## src/source/arena_pkg.sv

```systemverilog
`default_nettype none

package arena_pkg;

	// Coprocessor select on address bits 11:7
	typedef enum logic [4:0] {
		SEL_POS_P1    = 5'd0,
		SEL_POS_P2    = 5'd1,
		SEL_CTRL_P1   = 5'd4,
		SEL_CTRL_P2   = 5'd5,
		SEL_SIZE_P1   = 5'd8,
		SEL_SIZE_P2   = 5'd9,
		SEL_COLL_P1   = 5'd12,
		SEL_COLL_P2   = 5'd13,
		SEL_ATTACK_P1 = 5'd16,
		SEL_ATTACK_P2 = 5'd17,
		SEL_DAMAGE_P1 = 5'd18,
		SEL_DAMAGE_P2 = 5'd19,
		SEL_STEP      = 5'd24
	} coproc_sel_t;

	typedef enum logic [1:0] {ATK_IDLE, ATK_ACTIVE, ATK_RECOVER} attack_state_t;

	// Controller word bits
	localparam int CTRL_LEFT = 0;
	localparam int CTRL_RIGHT = 1;
	localparam int CTRL_JUMP = 2;
	localparam int CTRL_ATTACK = 3;

	localparam int ATK_HIT_BIT = 0;
	localparam int ATK_FREEZE_BIT = 11;

	localparam int COLL_FLOOR = 0;
	localparam int COLL_CEILING = 1;
	localparam int COLL_LEFT = 2;
	localparam int COLL_RIGHT = 3;

	localparam logic signed [31:0] GRAVITY = 32'sd1;
	localparam logic signed [31:0] JUMP_VEL = -32'sd8;
	localparam logic signed [31:0] RUN_SPEED = 32'sd4;
	localparam logic signed [31:0] KNOCK_SPEED = 32'sd6;
	localparam logic [31:0] DAMAGE_PER_HIT = 32'd7;
	localparam logic [31:0] DAMAGE_MAX = 32'd999;

	// Packed as {x, y} with y growing downward
	localparam logic [31:0] STAGE_POS = {16'd40, 16'd200};
	localparam logic [31:0] STAGE_SIZE = {16'd400, 16'd40};
	localparam logic [31:0] START_POS_P1 = {16'd100, 16'd150};
	localparam logic [31:0] START_POS_P2 = {16'd300, 16'd150};

endpackage

`default_nettype wire

```

## src/source/collision_unit.sv

```systemverilog
`timescale 1ns/1ps
`default_nettype none

module collision_unit import arena_pkg::*; (
	input  logic [31:0] player_pos,
	input  logic [31:0] player_size,
	input  logic [31:0] stage_pos,
	input  logic [31:0] stage_size,
	output logic [3:0]  coll
);

	// One extra bit so edge sums never wrap
	logic signed [16:0] p_left, p_right, p_top, p_bottom;
	logic signed [16:0] s_left, s_right, s_top, s_bottom;
	logic               x_overlap;
	logic               y_overlap;

	assign p_left = $signed(player_pos[31:16]);
	assign p_top = $signed(player_pos[15:0]);
	assign p_right = p_left + $signed({1'b0, player_size[31:16]});
	assign p_bottom = p_top + $signed({1'b0, player_size[15:0]});

	assign s_left = $signed(stage_pos[31:16]);
	assign s_top = $signed(stage_pos[15:0]);
	assign s_right = s_left + $signed({1'b0, stage_size[31:16]});
	assign s_bottom = s_top + $signed({1'b0, stage_size[15:0]});

	assign x_overlap = (p_left < s_right) && (p_right > s_left);
	assign y_overlap = (p_top < s_bottom) && (p_bottom > s_top);

	// Standing on or sunk into the top surface
	assign coll[COLL_FLOOR] = x_overlap && (p_bottom >= s_top) && (p_top < s_top);
	assign coll[COLL_CEILING] = x_overlap && (p_top <= s_bottom) && (p_bottom > s_bottom);

	// Side contact while vertically inside the stage band
	assign coll[COLL_LEFT] = y_overlap && (p_right >= s_left) && (p_left < s_left);
	assign coll[COLL_RIGHT] = y_overlap && (p_left <= s_right) && (p_right > s_right);

endmodule

`default_nettype wire

```

## config.mk

```make
export PLATFORM = sky130hd
export DESIGN_NAME = collision_unit
export DESIGN_NICKNAME = d
export VERILOG_FILES = /design/src/source/arena_pkg.sv /design/src/source/collision_unit.sv
export SDC_FILE = /design/constraint.sdc
export NUM_CORES = 1
export LEC_CHECK = 0
export BUFFER_PORTS_ARGS = -buffer_cell sky130_fd_sc_hd__buf_2
export CAP_MARGIN = 5
export CORE_ASPECT_RATIO = 1.5
export CORE_MARGIN = 2
export CORE_UTILIZATION = 58
export DETAILED_ROUTE_END_ITERATION = 10
export PLACE_DENSITY = 0.82
export REMOVE_ABC_BUFFERS = 1
export SETUP_SLACK_MARGIN = 0.2
export SYNTH_ARGS = -nofsm -noshare
export SYNTH_HDL_FRONTEND = slang
export SYNTH_SLANG_ARGS = --single-unit
```

## constraint.sdc

```tcl
create_clock -name vclk -period 5.6
set_clock_uncertainty 0.15 [all_clocks]
set_input_delay 0.28 -clock vclk [all_inputs]
set_output_delay 0.28 -clock vclk [all_outputs]
set_load 0.005 [all_outputs]
```

Yosys cells after proc, flatten, opt, wreduce, memory -nomap -nowiden

Index checks and enable logic that the tools add are counted.
Widths: inputs -> output; s select.

Bits in registers: 0
Logic and storage cells: 26

Add/sub/neg operators: 4
Magnitude comparators: 12
Reduce and logical (&&, ||, !) cells: 10

Operators with widths:

| kind              | count |
|---|---|
| $add 16x17->17    | 4 |
| $ge 17x16->1      | 2 |
| $gt 17x16->1      | 2 |
| $gt 17x17->1      | 2 |
| $le 16x17->1      | 2 |
| $lt 16x17->1      | 2 |
| $lt 16x16->1      | 2 |
| $logic_and 1x1->1 | 10 |

Depth between registers and ports, before layout

Gate-level depths: netlist (run 1).

Depth after elaboration: 5
Mapped depth: 20
Gate-level depth less buffers: 20

Worst setup path after synthesis (run 1)

OpenSTA, ideal clock, no wires.

Kind: in2out
From: in stage_pos[0]
To: out coll[1]
Arrival time: 3,864 ps
Data required time: 5,170 ps
Path slack: 1,306 ps
Stages: 17
Path through: ha_1 > fa_1 > a211oi_1 > nor2_1 > o21a_1 > o31a_2 > a21oi_1 > xnor2_1 > ha_1 > and3_1 > a221o_1 > a21oi_1 > o31ai_1 > maj3_1 > a211o_1 > a31oi_1 > a211oi_2

Word-level cells in the longest chain between the ends: 4

RTL lines:

| element             | RTL line             | source |
|---|---|---|
| start: declaration  | collision_unit.sv:7  | `input logic [31:0] stage_pos,` |
| $add 16x17->17 *    | collision_unit.sv:26 | `assign s_bottom = s_top + $signed({1'b0, stage_size[15:0]});` |
| $le 16x17->1        | collision_unit.sv:33 | `assign coll[COLL_CEILING] = x_overlap && (p_top <= s_bottom) && (p_bottom > s_bottom);` |
| $logic_and 1x1->1   | collision_unit.sv:33 |  |
| $logic_and 1x1->1 * | collision_unit.sv:33 |  |
| end: declaration    | collision_unit.sv:9  | `output logic [3:0] coll` |

Mark *: on every way between the ends. The rest lies on a longest branch, timed or not.

Worst setup path after layout (run 1)

Same ends and word-level chain as after synthesis.

==> impl_results.md, run 1 <==
- Final hold vios: 0
- Worst path bufs/invs: 2
- Pwr dens: 150 nW/um2
- First drt pass iteration count: 7
- Leading area contributor after synthesis: ha_1
- Sum Neg Setup Slack: 0 ns
- Buffer count from post-CTS setup fixing: 0
- Vias in the first global route: 6151
- Simple-gate share of the synthesized area: a little under a fifth
- Post-synthesis mux area share: less than 1%
- Clkbuf count: 0
- Largest net degree at the start of global routing: 10
- XOR/XNOR Fraction of Synth Area: 8.70%
- Critical path data required time: 5.17 ns
- Final Util: 66.9%
- Average size of a mapped cell: around 8 um2
- CP Launch Type: input pin
- Ys Warns: 0
- Final setup viols: 0
- Cells after Synth: approximately 750
- Top cells by area, synth: ha_1 (41%), a21oi_1 (5.4%), xnor2_1 (4.8%)
- Worst vdd ir: 0.0808 mV
- Finished Layout Cells: 1003
- Tcrit/Tclk final: ~87%
- Yosys top cell area share: 40.8%
- Hold Crit Class: input pin to output port
- Gr usage total: 27.6%
- Row Count: 45
- Grt ovf: 0
- CP max FO: 3
- Run status: completed
- Die Area: 11000 um2
- Port Buffers: about 130
- Adder-Cell Fraction of Synth Area: 42.3%
- Num ports: 132
- Final instance area: 6700 um2
- Max Slew Vio Count: 0
- Share of cells above drive strength 1: 16.7%
- Synth Area in Compound Gates: 26.9%
- First-pass GRT wire length: 25.4 mm
- DIE HEIGHT: 127 um
- Slowest stage cell, crit path: fa_1
- Fill cell count: just over 900
- Initial Utilization: about three fifths
- F_max: 204 MHz
- Number of remaining DRC errors: 0
- Highest cell delay on the worst timing path: 0.43 ns
- Core Footprint: 10000 um2
- Post-cts repair resize count: 0
- Top Family by Delay on Critical Path: compound AO/OA/AOI/OAI gates
- Placed cells: 1003
- Post-Synthesis Cell Area: just under 6000 um2
- Slew @ Worst Pin: ~0.75 ns
- Num sequential: 0
- Wire per inst: ~15 um
- Routed vias: roughly 6200
- DP HPWL: about 14 mm
- Largest family of logic cells by synthesized area: adder cells
- Unrepaired setup endpoints after global routing: no
- Slew Limit Headroom: around half
- Placed inst area: 6700 um2
- Placer Congestion: 1.02
- Cell chain of the critical path: buf_2, ha_1, fa_1, a211oi_1, nor2_1, o21a_1, o31a_2, a21oi_1, xnor2_1, ha_1, and3_1, a221o_1, a21oi_1, o31ai_1, maj3_1, a211o_1, a31oi_1, a211oi_2, buf_2
- Reg area: 0 um2
- Hold slack: 1.03 ns
- Avg Vias per Cell: 6.15
- Nets: 1212
- Leak: 0.00356 uW
- Hold bufs inserted after CTS: 0
- Sequential share of the synthesized area: 0%
- Post-DRT Antenna Nets: 0
- Initial DRC Count: 197
- Crit path arrival time: 4.47 ns
- Max-cap violations: 0
- Layout area overhead: 13.7%
- Initial antenna violation count: 0
- Die W: around 86 um
- Post-layout min period: roughly 4.9 ns
- Routed WL: around 15 mm
- Number of diodes: 0
- Yosys cell types: 62
- Crit path capture type: output port
- CP Class: input pin to output port
## power by group
part,leakage (uW),switching [uW],total (uW),internal (uW)
logic,0.00356,556,1000,447
clock network,0,0,0,0
registers,0,0,0,0
## cells in the mapped netlist, types with 18 or more instances
library cell,instances
a21o_1,35
xnor2_1,32
ha_1,192
nor2_1,51
nand4_1,21
nand3_1,20
nand2_1,28
o21ai_0,27
inv_1,61
a21oi_1,64
xor2_1,21
nor2b_1,18
## final cells by class
type / count / area [um2] / area share (%)
multi-input cells: 693 / 5670 / 84.5
repair buffers: 132 / 661 / 9.86
inverters: 61 / 229 / 3.42
well taps: 117 / 146 / 2.18
## routing by layer
layer	share of wire, %	vias to the layer above	global-route usage, %	wire length [um]
met1	38	2832	29.3	5930
met5	0	-	0	0
li1	-	3139	-	-
met3	3.5	35	0.581	545
met4	4.0	0	9.65	626
met2	54	164	56.2	8380
## path summary, 6_finish.rpt
| path | start | end | slack, ns | depth (start not counted) |
|---|---|---|---|---|
| setup / recovery | stage_pos[0] | coll[1] | 0.70 | 19 |
| hold / removal | stage_pos[12] | coll[2] | 1.03 | 5 |
## cells by family after synthesis
kind of cell    Yosys count
compound gates          236
mux                       1
simple gates            203
fa+ha+maj               197
buf+inv                  61
xor+xnor                 56
## cells in the final DEF (no fill, tap or decap), types with 5 or more instances in the layout
master,count
inv_1,61
nand2_1,28
nor3_1,17
nand4_1,21
and3_1,6
nand3_1,20
xnor2_1,32
and2_1,6
o21ai_1,14
nor2b_1,18
o21a_1,17
o211ai_1,8
a21o_1,35
ha_1,192
nor4_1,5
buf_2,132
xor2_1,21
a21oi_1,64
nand2b_1,13
a31oi_1,10
nor2_1,51
a211oi_1,7
o31ai_1,7
a2111oi_0,6
o21ai_0,27
o21bai_1,7
## per-stage QoR
stage | setup slack, ns | power (uW)
final | 0.703 | 1000
after detailed placement | 0.732 | 990
after CTS | 0.736 | 995
after global routing | 0.450 | 1130
after global placement | 0.787 | 972
after floorplan | 1.31 | 721
(Power assumes the default switching activity.)
==> run 2, diff against run 1 <==
Settings changed: PLACE_DENSITY 0.82 to 0.95, SKIP_LAST_GASP from default to 1.
==> impl_results.md, run 2 (same netlist as run 1, synthesis figures left out) <==
- Run status: completed
- Slew @ Worst Pin: 0.538 ns (-0.217 ns)
- Final hold vios: 0 (unchanged)
- DP HPWL: 14.9 mm (+5.3%)
- Num sequential: 0 (unchanged)
- First drt pass iteration count: 5 (-2)
- Commonest non-fill, non-tap cell in the layout: ha_1
- Routed vias: 6355 (+3.0%)
- Grt ovf: 0 (unchanged)
- Num ports: 132 (unchanged)
- Hold path depth: 5 (unchanged)
- Placer Congestion: 0.988 (-3.2%)
- Post-layout min period: 4.92 ns (+0.0259 ns)
- Buffer count from post-CTS setup fixing: 0 (unchanged)
- Post-cts repair resize count: 0 (unchanged)
- Max Slew Vio Count: 0 (unchanged)
- Core Footprint: 10000 um2 (unchanged)
- Largest net degree at the start of global routing: 10 (unchanged)
- Hold path start: player_pos[15]
- Die W: 86.3 um (unchanged)
- Row Count: 45 (unchanged)
- Vias in the first global route: 6291 (+2.3%)
- F_max: 203 MHz (-0.53%)
- Sum Neg Setup Slack: 0 ns (unchanged)
- Reg area: 0 um2 (unchanged)
- Routed WL: 16.6 mm (+6.9%)
- Hold slack: 1.08 ns (+0.0460 ns)
- Max-cap violations: 0 (unchanged)
- Critical path data required time: 5.17 ns (about the same)
- Avg Vias per Cell: 6.34 (+3.0%)
- Hold Crit Class: input pin to output port
- CP Class: input pin to output port
- Share of cells above drive strength 1: 16.7% (unchanged)
- Hold bufs inserted after CTS: 0 (unchanged)
- Hold EP: coll[0]
- Crit path capture type: output port
- Initial DRC Count: 243 (+23%)
- Worst Setup SP: stage_pos[0]
- CP max FO: 3 (unchanged)
- Final Util: 66.9% (unchanged)
- Pwr dens: 151 nW/um2 (+0.81%)
- First-pass GRT wire length: 26.8 mm (+5.5%)
- Leak: 0.00356 uW (unchanged)
- Gr usage total: 29.4% (+1.7 points)
- Unrepaired setup endpoints after global routing: no
- Fill cell count: 789 (-14%)
- CP Launch Type: input pin
- Final setup viols: 0 (unchanged)
- Clkbuf count: 0 (unchanged)
- Worst vdd ir: 0.0770 mV (-4.7%)
- Number of remaining DRC errors: 0 (unchanged)
- Nets: 1212 (unchanged)
- Initial Utilization: 58.8% (unchanged)
- Crit path arrival time: 4.49 ns (+0.02 ns)
- Die Area: 11000 um2 (unchanged)
- Port Buffers: 132 (unchanged)
- Post-DRT Antenna Nets: 0 (unchanged)
- Wire per inst: 16.5 um (+6.9%)
- DIE HEIGHT: 127 um (unchanged)
- Tcrit/Tclk final: 87.9% (+0.46 points)
- Slew Limit Headroom: 63.2% (+15 points)
- Initial antenna violation count: 0 (unchanged)
- Layout area overhead: 13.7% (unchanged)
- Number of diodes: 0 (unchanged)
- Commonest cells after routing, fill and taps aside: ha_1 (192), buf_2 (132), a21oi_1 (64)
-- run 2: cell counts in the layout (fill, tap and decap cells not counted) --
Identical to the previous run, type by type.
-- run 2: metal layers --
layer	global-route usage [%]	vias up	part of all wire, %
met2	58.8	254	53
li1	-	3141	-
met4	15.3	0	6.0
met3	2.97	90	5.0
met5	0	-	0
met1	28.5	2870	36
-- run 2: how the worst max path moves through the flow --
stage	slack [ns]	depth (start not counted)	to
floorplan	1.31	17	coll[1]
global placement	0.89	19	coll[1]
detailed placement	0.75	19	coll[1]
CTS	0.74	19	coll[1]
global route	0.38	19	coll[1]
finish	0.68	19	coll[1]
-- run 2: final cells by class --
type	count	area, um2	share of cell area (%)
inverter	61	229	3.42
multi-input combinational	693	5670	84.5
tap	117	146	2.18
timing repair buffer	132	661	9.86
-- run 2: report_power, final --
group	internal, uW	total [uW]	switching, uW
registers	0	0	0
logic	448	1010	563
clock network	0	0	0
-- run 2: critical path, stage by stage --
cell and delay [ns]:
buf_2 0.12, ha_1 0.24, fa_1 0.43, a211oi_1 0.41
nor2_1 0.10, o21a_1 0.20, o31a_2 0.28, a21oi_1 0.18
xnor2_1 0.18, ha_1 0.29, and3_1 0.16, a221o_1 0.34
a21oi_1 0.14, o31ai_1 0.08, maj3_1 0.37, a211o_1 0.26
a31oi_1 0.20, a211oi_2 0.07, buf_2 0.16
-- run 2: per-stage QoR --
stage | setup WS (ns) | power (uW) | instances | cell area (um2)
finish | 0.677 | 1010 | 1003 | 6700
global route | 0.384 | 1130 | 1003 | 6700
CTS | 0.738 | 993 | 1003 | 6700
detailed placement | 0.747 | 984 | 1003 | 6700
global placement | 0.888 | 955 | 1003 | 6700
floorplan | 1.31 | 721 | 754 | 5890
==> run 3, diff against run 2 <==
Settings changed: RECOVER_POWER from default to 100.
==> impl_results.md, run 3 (same netlist as run 1, synthesis figures left out) <==
- Row Count: 45 (unchanged)
- Final hold vios: 0 (unchanged)
- Run status: completed
- Routed vias: 6354 (-0.016%)
- Critical path data required time: 5.17 ns (about the same)
- Commonest non-fill, non-tap cell in the layout: ha_1
- Finished Layout Cells: 1003 (unchanged)
- Worst slack at placement: 0.747 ns (unchanged)
- Post-layout min period: 5.06 ns (+0.137 ns)
- Die W: 86.3 um (unchanged)
- Pwr dens: 151 nW/um2 (-0.15%)
- Fill cell count: 791 (+0.25%)
- Placed cells: 1003 (unchanged)
- Commonest cells after routing, fill and taps aside: ha_1 (192), buf_2 (130), a21oi_1 (64)
- Reg area: 0 um2 (unchanged)
- DP HPWL: 14.9 mm (unchanged)
- Area of the multi-input gates: 5670 um2 (unchanged)
- CP max FO: 4 (+1)
- Initial antenna violation count: 0 (unchanged)
- Largest net degree at the start of global routing: 10 (unchanged)
- Number of diodes: 0 (unchanged)
- Gr usage total: 29.4% (unchanged)
- Max-cap violations: 0 (unchanged)
- Hold bufs inserted after CTS: 0 (unchanged)
- Clkbuf count: 0 (unchanged)
- Slew Limit Headroom: 59.5% (-3.7 points)
- Setup WS post-layout: 0.540 ns (-0.137 ns)
- Sum Neg Setup Slack: 0 ns (unchanged)
- CP Launch Type: input pin
- First-pass GRT wire length: 26.8 mm (unchanged)
- Unrepaired setup endpoints after global routing: no
- Met2 WL: 8.75 mm (about the same)
- Avg Vias per Cell: 6.33 (about the same)
- Die Area: 11000 um2 (unchanged)
- Worst vdd ir: 0.0771 mV (about the same)
- Top Layer Used: met4
- Final setup viols: 0 (unchanged)
- Wire per inst: 16.5 um (-0.17%)
- Number of remaining DRC errors: 0 (unchanged)
- CP Class: input pin to output port
- Routed WL: 16.5 mm (-0.17%)
- Tcrit/Tclk final: 90.4% (+2.4 points)
- Grt ovf: 0 (unchanged)
- Num ports: 132 (unchanged)
- Met1 wire length: 6.00 mm (about the same)
- Vias in the first global route: 6291 (unchanged)
- Port Buffers: 132 (unchanged)
- Placer Congestion: 0.988 (unchanged)
- Post-DRT Antenna Nets: 0 (unchanged)
- Routed length on met3: 784 um (-4.7%)
- F_max: 198 MHz (-2.7%)
- Total chip power: 1010 uW (-0.19%)
- DIE HEIGHT: 127 um (unchanged)
- Final Util: 66.8% (about the same)
- Leak: 0.00355 uW (-0.26%)
- Share of cells above drive strength 1: 16.5% (-0.23 points)
- Layout area overhead: 13.6% (about the same)
- Crit path capture type: output port
- First drt pass iteration count: 4 (-1)
- Num sequential: 0 (unchanged)
- Hold Crit Class: input pin to output port
- Crit path arrival time: 4.63 ns (+0.14 ns)
- Post-cts repair resize count: 0 (unchanged)
- Buffer count from post-CTS setup fixing: 0 (unchanged)
- Max Slew Vio Count: 0 (unchanged)
- Nets: 1212 (unchanged)
- Initial Utilization: 58.8% (unchanged)
- Initial DRC Count: 251 (+3.3%)
- Slew @ Worst Pin: 0.601 ns (+0.0638 ns)
- Core Footprint: 10000 um2 (unchanged)
run 3: cell count changes in the layout (fill, tap and decap cells not counted):
cell      delta
a21boi_0     +1
clkbuf_1     +2
buf_2        -2
a21boi_1     -1
run 3: path summary, 6_finish.rpt:
kind	cells past startpoint	slack (ns)	to	startpoint
worst max-delay path	21	0.54	coll[2]	player_pos[16]
worst min-delay path	5	1.07	coll[0]	player_pos[15]
run 3: per-stage QoR:
| step | cell area, um2 | hold slack, ns |
|---|---|---|
| finish | 6700 | 1.07 |
| global route | 6700 | 1.12 |
| CTS | 6700 | 1.07 |
| detailed placement | 6700 | 1.06 |
| global placement | 6700 | 1.05 |
| floorplan | 5890 | 0.688 |
run 3: area by class of cell:
class,count,share of cell area [%]
Multi-Input combinational cell,693,84.6
Tap cell,117,2.19
Timing Repair Buffer,132,9.82
Inverter,61,3.42
run 3: layer usage:
layer / vias to the layer above / track usage, %
li1: 3140 / -
met4: 0 / 15.3
met3: 88 / 2.97
met2: 239 / 58.8
met1: 2887 / 28.5
met5: - / 0
run 3: worst max-delay path, cell delays in order:
cell and delay (ns):
buf_2 0.10, ha_1 0.16, inv_1 0.06, fa_1 0.41, nor2b_1 0.14, o21ai_1 0.08, a21boi_0 0.51, o211ai_1 0.25
a311oi_1 0.29, o21a_1 0.17, o21ai_1 0.08, o311ai_1 0.37, ha_1 0.23, nand4_1 0.13, nor3_1 0.30, a31oi_1 0.13
a21oi_1 0.19, o221a_2 0.22, o41ai_1 0.07, nor4_1 0.27, buf_2 0.19
run 3: power breakdown:
part	internal [uW]	switching, uW
Sequential	0	0
Combinational	447	562
Clock	0	0
